--- config.mk ---
export PLATFORM = sky130hd
export DESIGN_NAME = uart_port
export DESIGN_NICKNAME = d
export VERILOG_FILES = /design/src/dbus_pkg.sv /design/src/periph_pkg.sv /design/src/uart_port.sv
export SDC_FILE = /design/constraint.sdc
export NUM_CORES = 1
export LEC_CHECK = 0
export BUFFER_PORTS_ARGS = -buffer_cell sky130_fd_sc_hd__buf_2
export CAP_MARGIN = 25
export CORE_ASPECT_RATIO = 1.25
export CORE_MARGIN = 5
export CORE_UTILIZATION = 43
export DETAILED_ROUTE_END_ITERATION = 8
export PLACE_DENSITY = 0.84
export SETUP_SLACK_MARGIN = 0.1
export SLEW_MARGIN = 20
export SYNTH_ARGS = -nofsm -noshare
export SYNTH_HDL_FRONTEND = slang
export SYNTH_SLANG_ARGS = --single-unit
--- constraint.sdc ---
create_clock -name w_clk -period 4.21 [get_ports w_clk]
set_input_delay 0.842 -clock w_clk [delete_from_list [all_inputs] [get_ports w_clk]]
set_output_delay 0.842 -clock w_clk [all_outputs]
set_load 0.05 [all_outputs]
--- src/dbus_pkg.sv ---
`default_nettype none

package dbus_pkg;

    // ----------------------------------------------------------------------
    // bus widths
    // ----------------------------------------------------------------------
    localparam int addr_w = 32;
    localparam int data_w = 32;
    localparam int strb_w = 4;                      // one enable per byte lane

    // ----------------------------------------------------------------------
    // address map
    // ----------------------------------------------------------------------
    localparam int region_lsb = 28;
    localparam int region_w   = 4;                  // top nibble picks target

    localparam logic [region_w-1:0] region_sdram = 4'h0;
    localparam logic [region_w-1:0] region_uart  = 4'h1;

    typedef struct packed {
        logic [addr_w-1:0] addr;
        logic              we;                      // 1 = write
        logic [data_w-1:0] wdata;
        logic [strb_w-1:0] strb;
    } dbus_cmd_t;

    typedef enum logic [1:0] {
        port_sdram,
        port_uart,
        port_null                                   // unmapped regions
    } port_e;

endpackage

`default_nettype wire

--- src/periph_pkg.sv ---
`default_nettype none

package periph_pkg;

    localparam int sdram_words = 1024;
    localparam int sdram_aw    = 10;                // word address bits

    // address bit that turns a uart access into a receive
    localparam int uart_rx_bit = 2;

    typedef struct packed {
        logic [sdram_aw-1:0]          addr;         // word address
        logic                         we;
        logic [dbus_pkg::data_w-1:0]  wdata;
        logic [dbus_pkg::strb_w-1:0]  strb;
    } sdram_req_t;

    typedef enum logic [1:0] {
        sdram_idle,
        sdram_write,
        sdram_read,
        sdram_ack
    } sdram_state_e;

    typedef enum logic [1:0] {
        uart_idle,
        uart_tx,
        uart_rx,
        uart_ack
    } uart_state_e;

endpackage

`default_nettype wire

--- src/uart_port.sv ---
`timescale 1ns/1ps
`default_nettype none

module uart_port (
    input  wire logic                    w_clk,
    input  wire logic                    rst_n_i,
    input  wire logic                    valid_i,
    input  wire logic                    rx_i,
    input  wire logic [7:0]              byte_i,
    input  wire logic                    uart_wready_i,
    input  wire logic                    uart_rvalid_i,
    input  wire logic [7:0]              uart_rdata_i,
    output logic                         uart_wvalid_o,
    output logic [7:0]                   uart_wdata_o,
    output logic                         uart_rready_o,
    output logic                         ack_o,
    output logic [dbus_pkg::data_w-1:0]  rdata_o
);

    periph_pkg::uart_state_e state_q;
    logic [7:0]              tx_byte_q;
    logic [7:0]              rx_byte_q;

    always_ff @(posedge w_clk) begin
        if (!rst_n_i) begin
            state_q <= periph_pkg::uart_idle;
        end else begin
            case (state_q)
                periph_pkg::uart_idle: begin
                    if (valid_i && rx_i) begin
                        state_q <= periph_pkg::uart_rx;
                    end else if (valid_i) begin
                        state_q <= periph_pkg::uart_tx;
                    end
                end
                periph_pkg::uart_tx: if (uart_wready_i) state_q <= periph_pkg::uart_ack;
                periph_pkg::uart_rx: if (uart_rvalid_i) state_q <= periph_pkg::uart_ack;
                default:             state_q <= periph_pkg::uart_idle;
            endcase
        end
    end

    always_ff @(posedge w_clk) begin
        if (state_q == periph_pkg::uart_idle && valid_i) begin
            tx_byte_q <= byte_i;
            if (!rx_i) rx_byte_q <= '0;                    // tx acks with zero data
        end
        if (state_q == periph_pkg::uart_rx && uart_rvalid_i) begin
            rx_byte_q <= uart_rdata_i;
        end
    end

    assign uart_wvalid_o = (state_q == periph_pkg::uart_tx);
    assign uart_rready_o = (state_q == periph_pkg::uart_rx);
    assign uart_wdata_o  = tx_byte_q;
    assign ack_o         = (state_q == periph_pkg::uart_ack);
    assign rdata_o       = {{(dbus_pkg::data_w-8){1'b0}}, rx_byte_q};  // zero-extended

    a_one_direction: assert property (
        @(posedge w_clk) disable iff (!rst_n_i) !(uart_wvalid_o && uart_rready_o)
    );

    // external uart may stall, the byte must wait for it
    a_wvalid_hold: assert property (
        @(posedge w_clk) disable iff (!rst_n_i)
        uart_wvalid_o && !uart_wready_i |=> uart_wvalid_o
    );

endmodule

`default_nettype wire
==> impl_results.md <==
- Post-synthesis simple-gate area fraction: 10.5%
- Setup_tns: 0 ns
- Synth Area in Compound Gates: 4.57%
- Die area: 3200 um^2
- Seq/Total Area, Yosys: 55.9%
- Initial Util: roughly 46%
- Area growth, synth to finish: 18.5%
- Remaining global-route overflow: 0
- Die W: 51.6 um
- Layout cells sized above 1: 38.7%
- Vias in the first global route: 518
- Pins over their slew limit: 0
- Worst hold margin: 0.546 ns
- Dpl hpwl: between 1000 and 1500 um
- CTS tree: yes
- Clock share of power: a little over an eighth
- PwrDens: 687 nW/um^2
- Most frequent cells in the layout: 41 x buf_2, 24 x conb_1, 16 x edfxtp_1, 8 x and3_1, 6 x ha_1
- Hold Fails Final Rpt: 0
- Main area contributors after synthesis: edfxtp_1 52%, buf_4 19%, ha_1 8.1%
- Num CTS Buffers: 3
- Cell accounting for the most synthesized area: edfxtp_1
- Final WL: 1610 um
- Clk_lat worst skew: 0.29 ns
- DIE HEIGHT: 62.0 um
- Mapped Cells: 75
- FP Rows: 18
- Clock skew: 0.0115 ns
- Post-Synth Adder-Cell Area: 8.06%
- Comb power frac: roughly 50%
- I/O pin count: 65
- Clk buf depth: 2
- Fin crit period: 2.09 ns
- Period utilization: about half
- Status: finished clean
- P_sw: 0.369 mW
- Post-CTS setup buffers: 0
- P_leak: 0.573 nW
- Peak VDD IR: 0.000255 V
- Ys Warns: 0
- Clock Tree Root: clkbuf_4
- Max Cap Viol: 0
- PortBufs: 40
- Xor/xnor share of the synthesized area: 0%
- Hold Buf Count CTS: 0
- RSZ-0062 raised after global routing: no
- Fmax: between 400 and 500 MHz
- CP Data Arrival Time: 1.25 ns
- CTS resizes: 0
- Post-route ant nets: 0
- Worst Setup End Kind: output pin
- Gpl congestion: about 0.7
- CP Max Fanout: 6
- CTS H-tree depth: 1
- Top cell type's share of synthesized area: 51.6%
- Final nets: roughly 150
- Core Box Area: between 2000 and 2500 um^2
- Gr usage total: roughly a tenth
- Via/cell ratio: 4.34
- Power Internal: 0.389 mW
- Final setup fails: 0
- Vias: about 600
- First-pass GRT wire length: 2160 um
- Switching portion of total power: approximately half
- Post-Syn Area per Cell: approximately 12 um^2
- Worst min-delay path class: flip-flop to flip-flop
- Antenna fix cells: 0
- Yosys reg bits: 18
- Clock transition at path regs: 0.10 ns
- Most common cell after layout, fill and taps aside: buf_2
- Startpoint types: flip-flop
- Largest family of logic cells by synthesized area: buffers and inverters
- Mapped cell area: 931 um^2
- Initial antenna violation count: 0
- Synth cell types: 15
- Wire length per cell: roughly 12 um
- DRT Pass-1 Iters: 3
- CTS Sinks: 18
- Sequential share of power: 36.5%
- Crit Path Class: flip-flop to output pin
- Drt drc: 0
- Largest net degree at the start of global routing: 11
- Worst EP required: 3.37 ns
- Iter 0 DRT Violations: 12
- Mux cell area share after synthesis: 0%
## worst max-delay path: stages (launching register included)
cell and delay [ns]:
dfxtp_1 0.45, inv_1 0.10, ha_1 0.20, buf_2 0.21
## Yosys cell counts
| master | instances |
|---|---|
| o21ai_1 | 2 |
| or4_4 | 1 |
| nand2_1 | 3 |
| nor2b_1 | 3 |
| o21ai_0 | 1 |
| nand2b_1 | 1 |
| inv_1 | 3 |
| conb_1 | 1 |
| edfxtp_1 | 16 |
| ha_1 | 6 |
| and3_1 | 8 |
| buf_4 | 24 |
| o311ai_1 | 2 |
| dfxtp_1 | 2 |
| a21oi_1 | 2 |
## power by group through the flow
stage / sequential (mW) / combinational [mW] / clock, mW
6_report: 0.277 / 0.381 / 0.100
4_1_cts: 0.279 / 0.379 / 0.101
3_3_place_gp: 0.281 / 0.377 / 0
2_1_floorplan: 0.415 / 0.195 / 0
5_1_grt: 0.282 / 0.402 / 0.108
3_5_place_dp: 0.283 / 0.379 / 0
## registers in the layout (all words and copies together) (netlist names)
register      flops
rx_byte_q         8
uart_wdata_o      8
state_q           2
## logic make-up (layout without fill, tap and decap cells)
| group | count (synthesis) | in the layout |
|---|---|---|
| adders and majority gates | 6 | 6 |
| buffers and inverters | 27 | 48 |
| AOI/OAI and AO/OA | 7 | 7 |
| other | 1 | 24 |
| and+or+nand+nor | 16 | 16 |
| DFF | 18 | 18 |
## area by class of cell
cell class | instances | area [um^2]
Sequential cell | 18 | 520
Tap cell | 20 | 25.0
Fill cell | 166 | 923
Timing Repair Buffer | 41 | 205
Inverter | 3 | 11.3
Clock buffer | 4 | 36.3
Multi-Input combinational cell | 53 | 305
## worst paths after layout
kind	cells after the start	end	from	slack (ns)
setup / recovery	3	uart_wvalid_o	state_q[1]	2.12
hold / removal	2	state_q[0]	state_q[0]	0.55
setup reg to reg	5	state_q[1]	state_q[0]	2.51
hold reg to reg	2	state_q[0]	state_q[0]	0.55
## per-stage QoR
stage	area, um^2	power [mW]	instances	worst slack [ns]	util (%)
5_1_grt	1100	0.792	139	2.06	54.4
3_3_place_gp	1060	0.658	134	2.11	52.4
3_5_place_dp	1060	0.662	134	2.03	52.4
2_1_floorplan	1020	0.610	98	2.31	-
6_report	1100	0.758	139	2.12	54.4
4_1_cts	1100	0.759	138	2.11	54.2
## metal layers
metal,GRT usage [%],vias up,part of all wire (%)
met3,2.63,3,17
met1,10.2,250,38
met2,15.6,50,43
met5,0,-,0
li1,-,300,-
met4,6.74,0,1.8
(Power assumes the default switching activity.)
