[config.mk]
export PLATFORM = sky130hd
export DESIGN_NAME = dbus_result
export DESIGN_NICKNAME = d
export VERILOG_FILES = /design/src/dbus_pkg.sv /design/src/dbus_result.sv
export SDC_FILE = /design/constraint.sdc
export NUM_CORES = 1
export LEC_CHECK = 0
export BUFFER_PORTS_ARGS = -buffer_cell sky130_fd_sc_hd__buf_2
export CAP_MARGIN = 20
export CORE_MARGIN = 1.5
export CORE_UTILIZATION = 28
export DETAILED_ROUTE_END_ITERATION = 10
export PLACE_DENSITY_LB_ADDON = 0.12
export SLEW_MARGIN = 40
export SYNTH_ARGS = -nofsm -noshare
export SYNTH_HDL_FRONTEND = slang
export SYNTH_SLANG_ARGS = --single-unit
[constraint.sdc]
create_clock -name w_clk -period 1.1 [get_ports w_clk]
set_input_delay 0.165 -clock w_clk [delete_from_list [all_inputs] [get_ports w_clk]]
set_output_delay 0.165 -clock w_clk [all_outputs]
set_load 0.05 [all_outputs]
[src/dbus_pkg.sv]
`default_nettype none

package dbus_pkg;

    // ----------------------------------------------------------------------
    // bus widths
    // ----------------------------------------------------------------------
    localparam int addr_w = 32;
    localparam int data_w = 32;
    localparam int strb_w = 4;                      // one enable per byte lane

    // ----------------------------------------------------------------------
    // address map
    // ----------------------------------------------------------------------
    localparam int region_lsb = 28;
    localparam int region_w   = 4;                  // top nibble picks target

    localparam logic [region_w-1:0] region_sdram = 4'h0;
    localparam logic [region_w-1:0] region_uart  = 4'h1;

    typedef struct packed {
        logic [addr_w-1:0] addr;
        logic              we;                      // 1 = write
        logic [data_w-1:0] wdata;
        logic [strb_w-1:0] strb;
    } dbus_cmd_t;

    typedef enum logic [1:0] {
        port_sdram,
        port_uart,
        port_null                                   // unmapped regions
    } port_e;

endpackage

`default_nettype wire

[src/dbus_result.sv]
`timescale 1ns/1ps
`default_nettype none

module dbus_result (
    input  wire logic                        w_clk,
    input  wire logic                        rst_n_i,
    input  wire logic                        cmd_valid_i,
    input  wire dbus_pkg::port_e             port_i,
    input  wire logic                        sdram_ack_i,
    input  wire logic [dbus_pkg::data_w-1:0] sdram_rdata_i,
    input  wire logic                        uart_ack_i,
    input  wire logic [dbus_pkg::data_w-1:0] uart_rdata_i,
    output logic                             dbus_ack_o,
    output logic [dbus_pkg::data_w-1:0]      dbus_rdata_o
);

    dbus_pkg::port_e port_q;                        // target of the command in flight
    logic            null_ack_q;
    logic            outstanding_q;

    always_ff @(posedge w_clk) begin
        if (!rst_n_i) begin
            port_q        <= dbus_pkg::port_null;
            null_ack_q    <= 1'b0;
            outstanding_q <= 1'b0;
        end else begin
            if (cmd_valid_i) port_q <= port_i;
            null_ack_q <= cmd_valid_i && (port_i == dbus_pkg::port_null);  // T+1 ack
            if (cmd_valid_i) begin
                outstanding_q <= 1'b1;
            end else if (dbus_ack_o) begin
                outstanding_q <= 1'b0;
            end
        end
    end

    always_comb begin
        case (port_q)
            dbus_pkg::port_sdram: begin
                dbus_ack_o   = sdram_ack_i;
                dbus_rdata_o = sdram_rdata_i;
            end
            dbus_pkg::port_uart: begin
                dbus_ack_o   = uart_ack_i;
                dbus_rdata_o = uart_rdata_i;
            end
            default: begin
                dbus_ack_o   = null_ack_q;
                dbus_rdata_o = '0;                  // null target reads as zero
            end
        endcase
    end

    a_one_in_flight: assert property (
        @(posedge w_clk) disable iff (!rst_n_i) cmd_valid_i |-> !outstanding_q
    );

    a_ack_pulse: assert property (
        @(posedge w_clk) disable iff (!rst_n_i) dbus_ack_o |=> !dbus_ack_o
    );

endmodule

`default_nettype wire

==> results of run 1 <==
-- metal layers --
layer  GRT usage (%)  overflow
met1            64.9         0
met2            92.4         9
met3            55.8         0
met4            79.3         7
met5            19.0         0
-- logic make-up after synthesis --
logic type | Yosys count | share of synthesized area (%)
compound gates | 1 | 0.771
flops | 3 | 9.27
mux | 35 | 54.1
simple gates | 36 | 22.2
buf+inv | 8 | 13.7
-- through the flow --
step / instance area (um^2) / hold WS [ns]
floorplan: 897 / 0.227
CTS: 1820 / 0.105
global placement: 1440 / 0.348
detailed placement: 1440 / 0.353
-- what timing repair did --
| item | CTS |
|---|---|
| gates resized for setup | 74 |
| cloned | 1 |
| endpoints found under the setup margin | 33 |
| buffers inserted | 1 |
==> metrics.txt, run 1 <==
Area contributors post-synth=mux2i_1, nor2_1, buf_12; Yosys top cell by area=mux2i_1; H-tree depth=1; Sink Count=3; root buf cell=clkbuf_4; largest net degree at the start of global routing=18; placer congestion estimate=0.705; hold_buf cts=0; width of the die=51.1 um; worst_ep kind=output port; cells after synthesis=83; GRT repair_timing worst endpoint=dbus_rdata_o[29]; syn_nets=154; run status=did not finish; total grt overflow=16; Post-Syn Area=648 um^2; Post-synth EDFFs=0; dpl ws=-0.187 ns; share of the synthesized area in the top cell type=54.1%; count leader, synth=mux2i_1; TritonCTS Buffers=3; dominant synthesized flop cell=dfxtp_1; DP Cell Count=212; Vert. Die Dim=51.1 um; sequential area share after synthesis=9.27%; Yosys reg bits=3; first error=[ERROR GRT-0232] Routing congestion too high. Check the congestion heatmap in the GUI.; FP Rows=17; synth warn=0; initial antenna violation count=1; CTS Buffer Depth=2; Avg Cell Area, Syn=7.81 um^2; Fail Step=5_1_grt; port bufs=103; ys async rst share=0%; count of cell types in the netlist=11; I/O Pins=104; DP HPWL=1920 um; starting density of the core=29.6%; Tot GR Track Use=71.6%; synth cell count leaders=mux2i_1, nor2_1, buf_12, dfxtp_1
==> inputs of run 2 (changes only) <==
Settings changed: CORE_AREA set to 2 2 63 65, CORE_MARGIN 1.5 to unset, CORE_UTILIZATION 28 to unset, DIE_AREA set to 0 0 65 67, PLACE_DENSITY_LB_ADDON 0.12 to 0.15.
==> run 2 against run 1 <==
The flow now finishes, with violations (setup timing). Synthesized area unchanged. Synthesized cell count unchanged.
==> metrics.txt, run 2 <==
syn_nets=154 (unchanged); via count=971; count of cell types in the netlist=11 (unchanged); synth warn=0 (unchanged); Final Cycle Share=136%; clock slew at reported path FFs=0.03 ns; Setup Fix Bufs, Post-CTS=0 (was 1); Arr. time, crit path=1.34 ns; width of the die=65 um (was 51.1 um); Yosys top cell by area=mux2i_1 (unchanged); Layout Nets=258; final hold viol count=0; largest reg by FF count=port_q; Regs by FF count=port_q (2), null_ack_q (1); violated checks=setup timing; Layout Utilization=45.0%; endpoints failing setup=33; crit path time final=1.50 ns; starting density of the core=18.0% (was 29.6%); CTS tree=yes; Avg Cell Area, Syn=7.81 um^2 (unchanged); Setup Skew=0 ns; DRT antenna net count=0; Slew Limit Fails=0; Post-Syn Area=648 um^2 (unchanged); RSZ-0062 raised after global routing=true; Pwr Density=728 nW/um^2; DRC viols=0; worst path required time=0.94 ns; root buf cell=clkbuf_8 (was clkbuf_4); H-tree depth=1 (unchanged); full die area=4360 um^2; Avg WL per Cell=11.1 um; CP Launch Type=flop; largest net degree at the start of global routing=19; Area contributors post-synth=mux2i_1, nor2_1, buf_12 (unchanged); Worst slew margin=82.7%; Largest register FFs=2; final WL=2610 um; M1 WL=928 um; core area=3610 um^2; Routed met3 length=294 um; FP Rows=22 (was 17); CTS resizes=19 (was 74); final instance area=1620 um^2; dpl cell area=1460 um^2 (was 1440 um^2); vias in the first global route=935; hold path startpoint=rst_n_i; dpl ws=-0.201 ns (was -0.187 ns); Setup WS post-layout=-0.400 ns; Yosys reg bits=3 (unchanged); cells after synthesis=83 (unchanged); ANT cells=0; synth cell count leaders=mux2i_1, nor2_1, buf_12, dfxtp_1 (unchanged); via/cell ratio=4.15; dominant synthesized flop cell=dfxtp_1 (unchanged); initial antenna violation count=0; Total Power Consumption=1180 uW; metal2 WL=1360 um; Critical Path Start=port_q[0]; CP Max Fanout=18; worst slew pin tran=0.252 ns; RR Startpoint=port_q[1]; Max rail drop VDD=0.282 mV; Vert. Die Dim=67 um (was 51.1 um); TritonCTS Buffers=3 (unchanged); sequential area share after synthesis=9.27% (unchanged); run status=complete, but fails checks (was did not finish); placer congestion estimate=0.625 (was 0.705); I/O Pins=104 (unchanged); commonest non-fill, non-tap cell in the layout=buf_2; Post-synth EDFFs=0 (unchanged); Initial DRC Count=19; share of cells above drive strength 1=89.2%; Pre-antenna DRT Iters=3; Crit Path Class=flop to primary output; Max Cap Viol=0; Tot GR Track Use=11.8%; fmax=667 MHz; hold_buf cts=0 (unchanged); first-pass GRT wire length=3990 um; share of the synthesized area in the top cell type=54.1% (unchanged); Sink Count=3 (unchanged); max layer used=met4; Layout area overhead=150%; ys async rst share=0% (unchanged); later-pin clock latency in the skew report=0.21 ns; Min-Delay Path Class=input pin to flop; DP HPWL=2030 um (was 1920 um); Critical Path Sink Type=primary output; CTS Buffer Depth=2 (unchanged); total grt overflow=0; port bufs=103 (unchanged); worst hold slack=0.127 ns; commonest cells after routing, fill and taps aside=buf_2, nor2_4, mux2i_2, mux2i_1, buf_12; P_leak=0.000762 uW; count leader, synth=mux2i_1 (unchanged)
[run 2: cell counts after synthesis]
Identical to the previous run, type by type.
[run 2: path summary, 6_finish.rpt]
kind                 endpoint  cells past startpoint  slack [ns]
max          dbus_rdata_o[17]                      4       -0.40
min                 port_q[1]                      2        0.13
min reg2reg         port_q[0]                      3        0.75
max reg2reg         port_q[1]                      3        0.25
[run 2: kinds of logic (layout without fill, tap and decap cells)]
family / after synthesis / count (layout) / synth area share (%)
buf+inv: 8 / 111 / 13.7
simple gates: 36 / 36 / 22.2
compound gates: 1 / 1 / 0.771
flops: 3 / 3 / 9.27
mux: 35 / 35 / 54.1
[run 2: per-stage QoR]
stage,TNS [ns],std cells
after global placement,-4.87,230
after CTS,-12.73,234
after floorplan,-2.27,83
after detailed placement,-5.63,230
final,-12.20,234
after global routing,-13.90,234
[run 2: layout make-up]
cell class | instances | area [um^2]
clock buffer | 4 | 45.0
fill | 351 | 1980
multi-input combinational | 72 | 835
sequential | 3 | 67.6
tap | 48 | 60.1
timing repair buffer | 107 | 614
[run 2: routing by layer]
layer	up-vias	GRT usage (%)
met2	68	22.7
met1	414	12.3
li1	487	-
met5	-	0
met4	0	5.59
met3	2	2.20
[run 2: worst max-delay path: stages (launching register included)]
cell     delay (ns)
dfxtp_4        0.36
buf_12         0.19
mux2i_2        0.30
nor2_4         0.06
buf_2          0.21
[run 2: report_power, final]
group | switching [uW] | total (uW) | internal [uW]
Clock | 65.1 | 312 | 246
Combinational | 446 | 748 | 302
Sequential | 8.14 | 122 | 114
Total | 519 | 1180 | 662
(Power assumes the default switching activity.)
